<file path="src/hw/cnode_macros.svh">
// ---------------------------------------
// check node sizing and normalization macros
// ---------------------------------------

`ifndef CNODE_MACROS_SVH
`define CNODE_MACROS_SVH

// signed LLR width, sign bit included
`define CNODE_LLR_W 5

// beats per row, one LLR per beat
`define CNODE_DEG 8

// normalization factor in eighths, 6 gives 0.75
`define CNODE_NORM 6

// row records held between sorter and flush engine
`define CNODE_FIFO_DEPTH 2

`endif

</file>
<file path="src/hw/cnode_pkg.sv">
// ---------------------------------------
// check node types and flush state enum
// ---------------------------------------

`default_nettype none

`include "cnode_macros.svh"

package cnode_pkg;

  // message types
  typedef logic signed [`CNODE_LLR_W-1:0] llr_t;    // signed LLR
  typedef logic        [`CNODE_LLR_W-2:0] mag_t;    // saturated magnitude

  // row bookkeeping
  typedef logic [$clog2(`CNODE_DEG)-1:0] idx_t;     // edge position in a row
  typedef logic [`CNODE_DEG-1:0]         sign_vec_t; // bit i is edge i sign

  // flush engine FSM
  typedef enum logic {
    FL_IDLE,  // waiting for a record
    FL_EMIT   // sending the row back out
  } flush_state_t;

endpackage

`default_nettype wire

</file>
<file path="src/hw/cnode_flush.sv">
// ---------------------------------------
// flush engine, record back to CN_DEG messages
// ---------------------------------------

`timescale 1ns/1ps
`default_nettype none

`include "cnode_macros.svh"

module cnode_flush (
  input  logic                 iclk,
  input  logic                 ireset,
  // record from the FIFO
  input  logic                 pop_valid,
  output logic                 pop_ready,
  input  cnode_pkg::mag_t      pop_min1,
  input  cnode_pkg::mag_t      pop_min2,
  input  cnode_pkg::idx_t      pop_min1_idx,
  input  cnode_pkg::sign_vec_t pop_signs,
  input  logic                 pop_parity,
  // output stream
  output logic                 out_valid,
  input  logic                 out_ready,
  output cnode_pkg::llr_t      out_llr,
  output logic                 out_last,
  output logic                 out_parity_fail
);

  import cnode_pkg::*;

  flush_state_t state;
  idx_t         edge_cnt;   // edge held in the output register
  logic         take, out_fire;

  // held record, minima already normalized
  mag_t         st_min1, st_min2;
  idx_t         st_idx;
  sign_vec_t    st_signs;
  logic         st_parity;

  // source of the next message
  mag_t         src_min1, src_min2;
  idx_t         src_idx, src_edge;
  sign_vec_t    src_signs;
  logic         src_parity;
  mag_t         msg_mag;
  logic         msg_sign;
  llr_t         msg_llr;

  // m * NORM / 8 rounded, 3 extra bits for the product
  function automatic mag_t normalize(input mag_t m);
    logic [`CNODE_LLR_W+1:0] tmp;
    tmp = (`CNODE_LLR_W+2)'(m) * (`CNODE_LLR_W+2)'(`CNODE_NORM) + (`CNODE_LLR_W+2)'(4);
    return tmp[`CNODE_LLR_W+1:3];
  endfunction

  assign pop_ready = (state == FL_IDLE);
  assign take      = pop_valid & pop_ready;
  assign out_fire  = out_valid & out_ready;

  //---------------------------------------
  // message build
  //---------------------------------------

  always_comb begin
    if (state == FL_IDLE) begin  // edge 0 straight off the FIFO
      src_min1   = normalize(pop_min1);
      src_min2   = normalize(pop_min2);
      src_idx    = pop_min1_idx;
      src_signs  = pop_signs;
      src_parity = pop_parity;
      src_edge   = '0;
    end else begin
      src_min1   = st_min1;
      src_min2   = st_min2;
      src_idx    = st_idx;
      src_signs  = st_signs;
      src_parity = st_parity;
      src_edge   = edge_cnt + 1'b1;
    end
    msg_mag  = (src_edge == src_idx) ? src_min2 : src_min1;  // min over the others
    msg_sign = src_signs[src_edge] ^ src_parity;             // product of the others
    msg_llr  = ({1'b0, msg_mag} ^ {`CNODE_LLR_W{msg_sign}}) + msg_sign;
  end

  //---------------------------------------
  // FSM and output register
  //---------------------------------------

  always_ff @(posedge iclk or posedge ireset) begin
    if (ireset) begin
      state     <= FL_IDLE;
      edge_cnt  <= '0;
      out_valid <= 1'b0;
    end else begin
      case (state)
        FL_IDLE: if (take) begin
          state     <= FL_EMIT;
          edge_cnt  <= '0;
          out_valid <= 1'b1;
        end
        FL_EMIT: if (out_fire) begin
          if (out_last) begin      // row done, idle for one cycle
            state     <= FL_IDLE;
            out_valid <= 1'b0;
          end else begin
            edge_cnt  <= edge_cnt + 1'b1;
          end
        end
        default: state <= FL_IDLE;
      endcase
    end
  end

  always_ff @(posedge iclk) begin
    if (take) begin  // normalize once per row
      st_min1   <= src_min1;
      st_min2   <= src_min2;
      st_idx    <= pop_min1_idx;
      st_signs  <= pop_signs;
      st_parity <= pop_parity;
    end
    // load on take or on each accepted beat but the last
    if (take || (state == FL_EMIT && out_fire && !out_last)) begin
      out_llr         <= msg_llr;
      out_last        <= (src_edge == idx_t'(`CNODE_DEG-1));
      out_parity_fail <= src_parity;  // odd count of negatives
    end
  end

endmodule

`default_nettype wire

</file>
<file path="src/hw/cnode_proc.sv">
// ---------------------------------------
// check node processor top level
// ---------------------------------------

`timescale 1ns/1ps
`default_nettype none

`include "cnode_macros.svh"

module cnode_proc (
  input  logic            iclk,
  input  logic            ireset,
  // variable to check messages
  input  logic            in_valid,
  input  cnode_pkg::llr_t in_llr,
  output logic            in_ready,
  // check to variable messages
  output logic            out_valid,
  input  logic            out_ready,
  output cnode_pkg::llr_t out_llr,
  output logic            out_last,
  output logic            out_parity_fail
);

  import cnode_pkg::*;

  //---------------------------------------
  // sorter to FIFO
  //---------------------------------------
  logic      push_valid, push_ready;
  mag_t      rec_min1, rec_min2;
  idx_t      rec_min1_idx;
  sign_vec_t rec_signs;
  logic      rec_parity;

  //---------------------------------------
  // FIFO to flush engine
  //---------------------------------------
  logic      pop_valid, pop_ready;
  mag_t      pop_min1, pop_min2;
  idx_t      pop_min1_idx;
  sign_vec_t pop_signs;
  logic      pop_parity;

  cnode_sorter sorter_i (
    .iclk         (iclk),
    .ireset       (ireset),
    .in_valid     (in_valid),
    .in_llr       (in_llr),
    .in_ready     (in_ready),
    .push_valid   (push_valid),
    .push_ready   (push_ready),
    .rec_min1     (rec_min1),
    .rec_min2     (rec_min2),
    .rec_min1_idx (rec_min1_idx),
    .rec_signs    (rec_signs),
    .rec_parity   (rec_parity)
  );

  cnode_row_fifo #(
    .DEPTH (`CNODE_FIFO_DEPTH)  // lets the sorter run one row ahead
  ) fifo_i (
    .iclk         (iclk),
    .ireset       (ireset),
    .push_valid   (push_valid),
    .push_ready   (push_ready),
    .rec_min1     (rec_min1),
    .rec_min2     (rec_min2),
    .rec_min1_idx (rec_min1_idx),
    .rec_signs    (rec_signs),
    .rec_parity   (rec_parity),
    .pop_valid    (pop_valid),
    .pop_ready    (pop_ready),
    .pop_min1     (pop_min1),
    .pop_min2     (pop_min2),
    .pop_min1_idx (pop_min1_idx),
    .pop_signs    (pop_signs),
    .pop_parity   (pop_parity)
  );

  cnode_flush flush_i (
    .iclk            (iclk),
    .ireset          (ireset),
    .pop_valid       (pop_valid),
    .pop_ready       (pop_ready),
    .pop_min1        (pop_min1),
    .pop_min2        (pop_min2),
    .pop_min1_idx    (pop_min1_idx),
    .pop_signs       (pop_signs),
    .pop_parity      (pop_parity),
    .out_valid       (out_valid),
    .out_ready       (out_ready),
    .out_llr         (out_llr),
    .out_last        (out_last),
    .out_parity_fail (out_parity_fail)
  );

endmodule

`default_nettype wire

</file>
<file path="src/hw/cnode_row_fifo.sv">
// ---------------------------------------
// valid/ready FIFO of row records
// ---------------------------------------

`timescale 1ns/1ps
`default_nettype none

`include "cnode_macros.svh"

module cnode_row_fifo #(
  parameter int DEPTH = `CNODE_FIFO_DEPTH
) (
  input  logic                 iclk,
  input  logic                 ireset,
  // write side
  input  logic                 push_valid,
  output logic                 push_ready,
  input  cnode_pkg::mag_t      rec_min1,
  input  cnode_pkg::mag_t      rec_min2,
  input  cnode_pkg::idx_t      rec_min1_idx,
  input  cnode_pkg::sign_vec_t rec_signs,
  input  logic                 rec_parity,
  // read side
  output logic                 pop_valid,
  input  logic                 pop_ready,
  output cnode_pkg::mag_t      pop_min1,
  output cnode_pkg::mag_t      pop_min2,
  output cnode_pkg::idx_t      pop_min1_idx,
  output cnode_pkg::sign_vec_t pop_signs,
  output logic                 pop_parity
);

  import cnode_pkg::*;

  localparam int REC_W = 2 * $bits(mag_t) + $bits(idx_t) + $bits(sign_vec_t) + 1;
  localparam int PTR_W = (DEPTH > 1) ? $clog2(DEPTH) : 1;
  localparam int CNT_W = $clog2(DEPTH + 1);

  logic [REC_W-1:0] mem [DEPTH];  // packed records
  logic [PTR_W-1:0] wr_ptr, rd_ptr;
  logic [CNT_W-1:0] count;        // records held
  logic             push_fire, pop_fire;

  assign push_ready = (count != CNT_W'(DEPTH));  // low only when full
  assign pop_valid  = (count != '0);
  assign push_fire  = push_valid & push_ready;
  assign pop_fire   = pop_valid & pop_ready;

  // head record straight from storage
  assign {pop_min1, pop_min2, pop_min1_idx, pop_signs, pop_parity} = mem[rd_ptr];

  //---------------------------------------
  // pointers and occupancy
  //---------------------------------------

  always_ff @(posedge iclk or posedge ireset) begin
    if (ireset) begin
      wr_ptr <= '0;
      rd_ptr <= '0;
      count  <= '0;
    end else begin
      if (push_fire)
        wr_ptr <= (wr_ptr == PTR_W'(DEPTH - 1)) ? '0 : wr_ptr + 1'b1;
      if (pop_fire)
        rd_ptr <= (rd_ptr == PTR_W'(DEPTH - 1)) ? '0 : rd_ptr + 1'b1;
      // simultaneous push and pop leaves count alone
      if (push_fire && !pop_fire)
        count <= count + 1'b1;
      else if (pop_fire && !push_fire)
        count <= count - 1'b1;
    end
  end

  always_ff @(posedge iclk) begin
    if (push_fire)
      mem[wr_ptr] <= {rec_min1, rec_min2, rec_min1_idx, rec_signs, rec_parity};
  end

endmodule

`default_nettype wire

</file>
<file path="src/hw/cnode_sorter.sv">
// ---------------------------------------
// sequential two-minimum sort, one record per row
// ---------------------------------------

`timescale 1ns/1ps
`default_nettype none

`include "cnode_macros.svh"

module cnode_sorter (
  input  logic                 iclk,
  input  logic                 ireset,
  // input stream
  input  logic                 in_valid,
  input  cnode_pkg::llr_t      in_llr,
  output logic                 in_ready,
  // record towards the FIFO
  output logic                 push_valid,
  input  logic                 push_ready,
  output cnode_pkg::mag_t      rec_min1,
  output cnode_pkg::mag_t      rec_min2,
  output cnode_pkg::idx_t      rec_min1_idx,
  output cnode_pkg::sign_vec_t rec_signs,
  output logic                 rec_parity
);

  import cnode_pkg::*;

  localparam mag_t MAG_MAX = '1;  // also the min2 seed on a new row

  logic      in_fire;
  logic      first_beat, last_beat;
  idx_t      beat_cnt;          // edge position of the current beat
  mag_t      in_mag;
  logic      in_sign;

  // running state of the row in progress
  mag_t      run_min1, run_min2;
  idx_t      run_idx;
  sign_vec_t run_signs;
  logic      run_parity;

  // running state plus the current beat
  mag_t      base_min1, base_min2, nxt_min1, nxt_min2;
  idx_t      base_idx, nxt_idx;
  sign_vec_t base_signs, nxt_signs;
  logic      base_parity, nxt_parity;
  logic      check1, check3;

  // abs value, saturated for the most negative code
  function automatic mag_t llr_mag(input llr_t v);
    llr_t neg;
    neg = -v;
    if (!v[`CNODE_LLR_W-1])
      return v[`CNODE_LLR_W-2:0];
    else if (neg[`CNODE_LLR_W-1])
      return MAG_MAX;             // -2^(W-1) has no positive twin
    else
      return neg[`CNODE_LLR_W-2:0];
  endfunction

  assign in_ready   = ~push_valid;  // stall only while a record waits
  assign in_fire    = in_valid & in_ready;
  assign first_beat = (beat_cnt == '0);
  assign last_beat  = (beat_cnt == idx_t'(`CNODE_DEG-1));
  assign in_mag     = llr_mag(in_llr);
  assign in_sign    = in_llr[`CNODE_LLR_W-1];

  //---------------------------------------
  // insertion of the new beat
  //---------------------------------------

  always_comb begin
    // first beat starts from an empty row
    base_min1   = first_beat ? MAG_MAX : run_min1;
    base_min2   = first_beat ? MAG_MAX : run_min2;
    base_idx    = first_beat ? '0      : run_idx;
    base_signs  = first_beat ? '0      : run_signs;
    base_parity = first_beat ? 1'b0    : run_parity;

    check1 = (in_mag < base_min1);  // strict, earlier index wins a tie
    check3 = (in_mag < base_min2);  // a tie on min1 still lands in min2

    nxt_min1 = check1 ? in_mag   : base_min1;
    nxt_min2 = check1 ? base_min1 : (check3 ? in_mag : base_min2);
    nxt_idx  = check1 ? beat_cnt : base_idx;

    nxt_signs           = base_signs;
    nxt_signs[beat_cnt] = in_sign;
    nxt_parity          = base_parity ^ in_sign;
  end

  //---------------------------------------
  // control
  //---------------------------------------

  always_ff @(posedge iclk or posedge ireset) begin
    if (ireset) begin
      beat_cnt   <= '0;
      push_valid <= 1'b0;
    end else begin
      if (in_fire)
        beat_cnt <= last_beat ? '0 : beat_cnt + 1'b1;
      // record leaves when the FIFO takes it
      if (in_fire && last_beat)
        push_valid <= 1'b1;
      else if (push_ready)
        push_valid <= 1'b0;
    end
  end

  // payload, running row and finished record
  always_ff @(posedge iclk) begin
    if (in_fire) begin
      run_min1   <= nxt_min1;
      run_min2   <= nxt_min2;
      run_idx    <= nxt_idx;
      run_signs  <= nxt_signs;
      run_parity <= nxt_parity;
    end
    if (in_fire && last_beat) begin  // frees the running regs for the next row
      rec_min1     <= nxt_min1;
      rec_min2     <= nxt_min2;
      rec_min1_idx <= nxt_idx;
      rec_signs    <= nxt_signs;
      rec_parity   <= nxt_parity;
    end
  end

endmodule

`default_nettype wire

</file>
<file path="config.mk">
export PLATFORM = sky130hd
export DESIGN_NAME = cnode_proc
export DESIGN_NICKNAME = d
export VERILOG_FILES = /design/src/hw/cnode_pkg.sv /design/src/hw/cnode_flush.sv /design/src/hw/cnode_proc.sv /design/src/hw/cnode_row_fifo.sv /design/src/hw/cnode_sorter.sv
export VERILOG_INCLUDE_DIRS = /design/src /design/src/hw
export SDC_FILE = /design/constraint.sdc
export NUM_CORES = 1
export LEC_CHECK = 0
export ABC_AREA = 1
export BUFFER_PORTS_ARGS = -buffer_cell sky130_fd_sc_hd__buf_2
export CAP_MARGIN = 40
export CELL_PAD_IN_SITES_DETAIL_PLACEMENT = 0
export CELL_PAD_IN_SITES_GLOBAL_PLACEMENT = 1
export CORE_MARGIN = 8
export CORE_UTILIZATION = 41
export DETAILED_ROUTE_END_ITERATION = 10
export PLACE_DENSITY = 0.73
export SLEW_MARGIN = 20
export SYNTH_ARGS = -nofsm -noshare
export SYNTH_HDL_FRONTEND = slang
export SYNTH_SLANG_ARGS = --single-unit
</file>
<file path="constraint.sdc">
create_clock -name iclk -period 3.5 [get_ports iclk]
set_input_delay 0.525 -clock iclk [delete_from_list [all_inputs] [get_ports iclk]]
set_output_delay 0.525 -clock iclk [all_outputs]
set_load 0.01 [all_outputs]
</file>
==> impl_metrics.toml <==
[run_status]
status = "complete, no violations"

[layout]
instances_no_fill = 786
final_nets = 630
diodes = 0
regArea_mm2 = 0.00354
fin_util_pct = 48.7
multi_input_area_mm2 = 0.00192
drive_gt1_share_pct = 13.4
area_growth_pct = 16.5
nFillCells = 1268

[logic_synthesis]
synth_compound_area_share_pct = 6.28
synthesis.area_mm2 = 0.00576
yosysUniqueCellTypes = 35
synth_fa_ha_area_share_pct = 6.35
ys_seq_elements = 120
synth_seq_area_share_pct = 61.5
synthSimpleGateAreaFrac_pct = 19.0
postSynthAreaPerCell_um2 = 10.4
synth_mux_area_share_pct = 0.196
synth_nets = 593
synth_xor_area_share_pct = 1.37
synth_top_family_by_area = "simple AND/OR/NAND/NOR gates"
yosys_warnings = 0
syn_inst = 556

[setup_path]
worstPathRequired_ps = 3670
r2r_cells = 22
crit_arrival_ps = 3310
reg2reg_from = "fifo_i.rd_ptr$_DFFE_PP0P_"
cp-start-kind = "register"
reg2reg_to = "flush_i.out_llr[4]$_DFFE_PP_"
crit_path_end_kind = "register"
r2r_slack_ps = 360
cp_max_fo = 8
path_class = "reg2reg"

[pwr]
leakage_nw = 2.84
ir_drop_uv = 567
p_per_area_mw_per_mm2 = 1020

[clock_network]
clkSinkCount = 120
cts_made_buffers = 17
htree_num_levels = 4
cts_tree = "yes"
clk_latency_ps = 410
clk_path_buf_depth = 2
clkTransAtPathRegs_ps = 50
cts_root_buf = "clkbuf_16"

[floorplanning]
dieArea_mm2 = 0.0181
ios = 18
die_w_um = 134
die_h_um = 134
core_mm2 = 0.0138
start_util_pct = 41.8
rows = 43

[sta]
rsz0062_at_grt = "false"
whs_ps = 202
tightest_slew_ps = 666
finalSetupViolCount = 0
drv_slew = 0
finalCriticalPeriod_ps = 3140
max_freq_ghz = 0.318
skew_ps = 5.87
finalHoldViolCount = 0
relSlewSlack_pct = 55.5
post-route-period-util_pct = 89.8
finalSetupTns_ps = 0

[route]
vias = 3745
initialDrtViolationCount = 237
routed_wirelength_mm = 9.90
ant_nets = 0
firstDrtPassIters = 5
routedWlPerCell_um = 12.6
routed_via_density = 4.76
drcViolationCount = 0

[global_routing]
grt_max_degree = 25
grt_pass1_wl_mm = 17.5
overflow = 0
antenna_found_initial = 0
grt_pass1_vias = 3835
grt_use_total_pct = 12.2

[worst_hold_path]
hold_class = "in2async"

[run]
drv_cap = 0

[placed_design]
gp_congestion = 0.786
io_buffers = 17
dp.cells = 753
hpwl_mm = 7.11
[worst max-delay path, cell delays in order, from the launching register on]
cell	delay, ps
dfrtp_1	350
inv_2	70
or2_2	260
o21ai_0	100
inv_1	90
ha_1	220
inv_1	70
fa_1	400
inv_1	80
ha_1	180
xor2_1	140
nand2_1	60
nand2_1	80
inv_1	50
o21ai_1	110
nand2_1	60
nand2_1	80
inv_1	50
ha_1	220
inv_1	70
o21ai_1	60
nand2_1	60
inv_1	30
[placed cells by master (no fill, tap or decap), types with 2 or more instances in the layout]
cell / synthesis / routed
inv_1: 62 / 61
inv_2: 3 / 4
nor2_1: 24 / 24
clkinvlp_4: 0 / 3
buf_4: 2 / 12
xnor2_1: 2 / 2
dfrtp_1: 13 / 13
nand3_1: 59 / 59
o211ai_1: 4 / 4
clkinv_1: 1 / 2
nand4_1: 5 / 5
o21ai_0: 39 / 37
or2_2: 9 / 9
ha_1: 26 / 26
clkinv_2: 0 / 4
o21ai_2: 1 / 2
or2_0: 2 / 2
a21oi_1: 13 / 12
edfxtp_1: 107 / 107
nand2_1: 143 / 143
fa_1: 2 / 2
o21ai_1: 7 / 8
bufinv_16: 0 / 3
buf_2: 5 / 17
nand2_2: 3 / 3
nand3b_1: 2 / 2
clkbuf_16: 0 / 17
xor2_1: 7 / 7
nor3_1: 2 / 2
clkbuf_1: 4 / 2
[report_power, final]
group / switching [W] / internal (W) / leakage, nW
Combinational: 0.00183 / 0.000981 / 1.42
Clock: 0.000597 / 0.00111 / 0.281
Sequential: 0.000151 / 0.00215 / 1.14
Total: 0.00257 / 0.00424 / 2.84
[registers in the layout (all words and copies together), names as in the netlist, 2 cells and up]
register / count
fifo_i.mem: 40
flush_i.st_signs: 8
sorter_i.rec_signs: 8
sorter_i.run_signs: 8
flush_i.out_llr: 5
flush_i.st_min1: 4
flush_i.st_min2: 4
sorter_i.rec_min1: 4
sorter_i.rec_min2: 4
sorter_i.run_min1: 4
sorter_i.run_min2: 4
flush_i.edge_cnt: 3
flush_i.st_idx: 3
sorter_i.beat_cnt: 3
sorter_i.rec_min1_idx: 3
sorter_i.run_idx: 3
fifo_i.count: 2
[cells in the mapped netlist]
master / count / area share, %
buf_1: 1 / 0.065
or2_2: 9 / 0.98
buf_4: 2 / 0.26
or2_0: 2 / 0.22
nor3_1: 2 / 0.17
edfxtp_1: 107 / 56
o21ai_1: 7 / 0.61
a21boi_0: 1 / 0.13
nor2_1: 24 / 1.6
a31oi_1: 1 / 0.11
clkinv_1: 1 / 0.065
o21ai_0: 39 / 3.4
nand3b_1: 2 / 0.26
o211ai_1: 4 / 0.52
a21oi_1: 13 / 1.1
o22ai_1: 1 / 0.11
xor2_1: 7 / 1.1
nand2_1: 143 / 9.3
nor2_4: 1 / 0.20
nand2_2: 3 / 0.33
inv_2: 3 / 0.20
inv_1: 62 / 4.0
clkbuf_1: 4 / 0.26
buf_2: 5 / 0.43
and2_1: 1 / 0.11
o21a_1: 1 / 0.13
mux2_2: 1 / 0.20
nand3_1: 59 / 5.1
o21ai_2: 1 / 0.15
dfrtp_1: 13 / 5.7
ha_1: 26 / 5.7
nand3_2: 1 / 0.17
nand4_1: 5 / 0.54
fa_1: 2 / 0.70
xnor2_1: 2 / 0.30
[metrics by stage]
stage | instance area (µm²) | total power, W | worst slack (ps)
after floorplan | 5760 | 0.00444 | 127
final | 6710 | 0.00682 | 355
after CTS | 6700 | 0.00688 | 312
after global placement | 6090 | 0.00507 | 388
after detailed placement | 6110 | 0.00513 | 321
after global routing | 6710 | 0.00747 | 2.36
[kinds of logic (layout without fill, tap and decap cells)]
family / after synthesis / after routing
multiplexers: 1 / 1
AND/OR/NAND/NOR: 252 / 252
adder cells (fa/ha/maj): 28 / 28
XOR/XNOR: 9 / 9
flip-flops: 120 / 120
buffers and inverters: 78 / 128
AO/OA/AOI/OAI: 68 / 68
[worst max path at each step]
stage | endpoint | startpoint | cells past startpoint
final | flush_i.out_llr[4]$_DFFE_PP_ | fifo_i.rd_ptr$_DFFE_PP0P_ | 22
after CTS | flush_i.out_llr[4]$_DFFE_PP_ | fifo_i.rd_ptr$_DFFE_PP0P_ | 23
after global placement | flush_i.out_llr[4]$_DFFE_PP_ | fifo_i.rd_ptr$_DFFE_PP0P_ | 25
after detailed placement | flush_i.out_llr[4]$_DFFE_PP_ | fifo_i.rd_ptr$_DFFE_PP0P_ | 25
after global routing | flush_i.out_llr[4]$_DFFE_PP_ | fifo_i.rd_ptr$_DFFE_PP0P_ | 25
after floorplan | flush_i.out_llr[4]$_DFFE_PP_ | fifo_i.rd_ptr$_DFFE_PP0P_ | 26
[metal layers]
| layer | global-route usage [%] | vias to the layer above | part of all wire (%) |
|---|---|---|---|
| met4 | 6.55 | 0 | 1.1 |
| met5 | 0 | - | 0 |
| met3 | 3.71 | 8 | 3.9 |
| met1 | 14.7 | 1695 | 48 |
| met2 | 19.3 | 66 | 47 |
| li1 | - | 1976 | - |
[layout make-up]
type,count,share of cell area (%)
clock inverter,13,2.29
tap,180,3.36
sequential,120,52.8
timing repair buffer,30,2.84
inverter,66,3.69
multi-input combinational,358,28.6
clock buffer,19,6.46
[what timing repair did]
item,CTS,global route
setup endpoints to repair,0,1
hold buffers,0,0
setup buffers,0,1
resized for setup,0,4
endpoints found under the hold margin,0,0
Power figures use the tool's default switching activity.
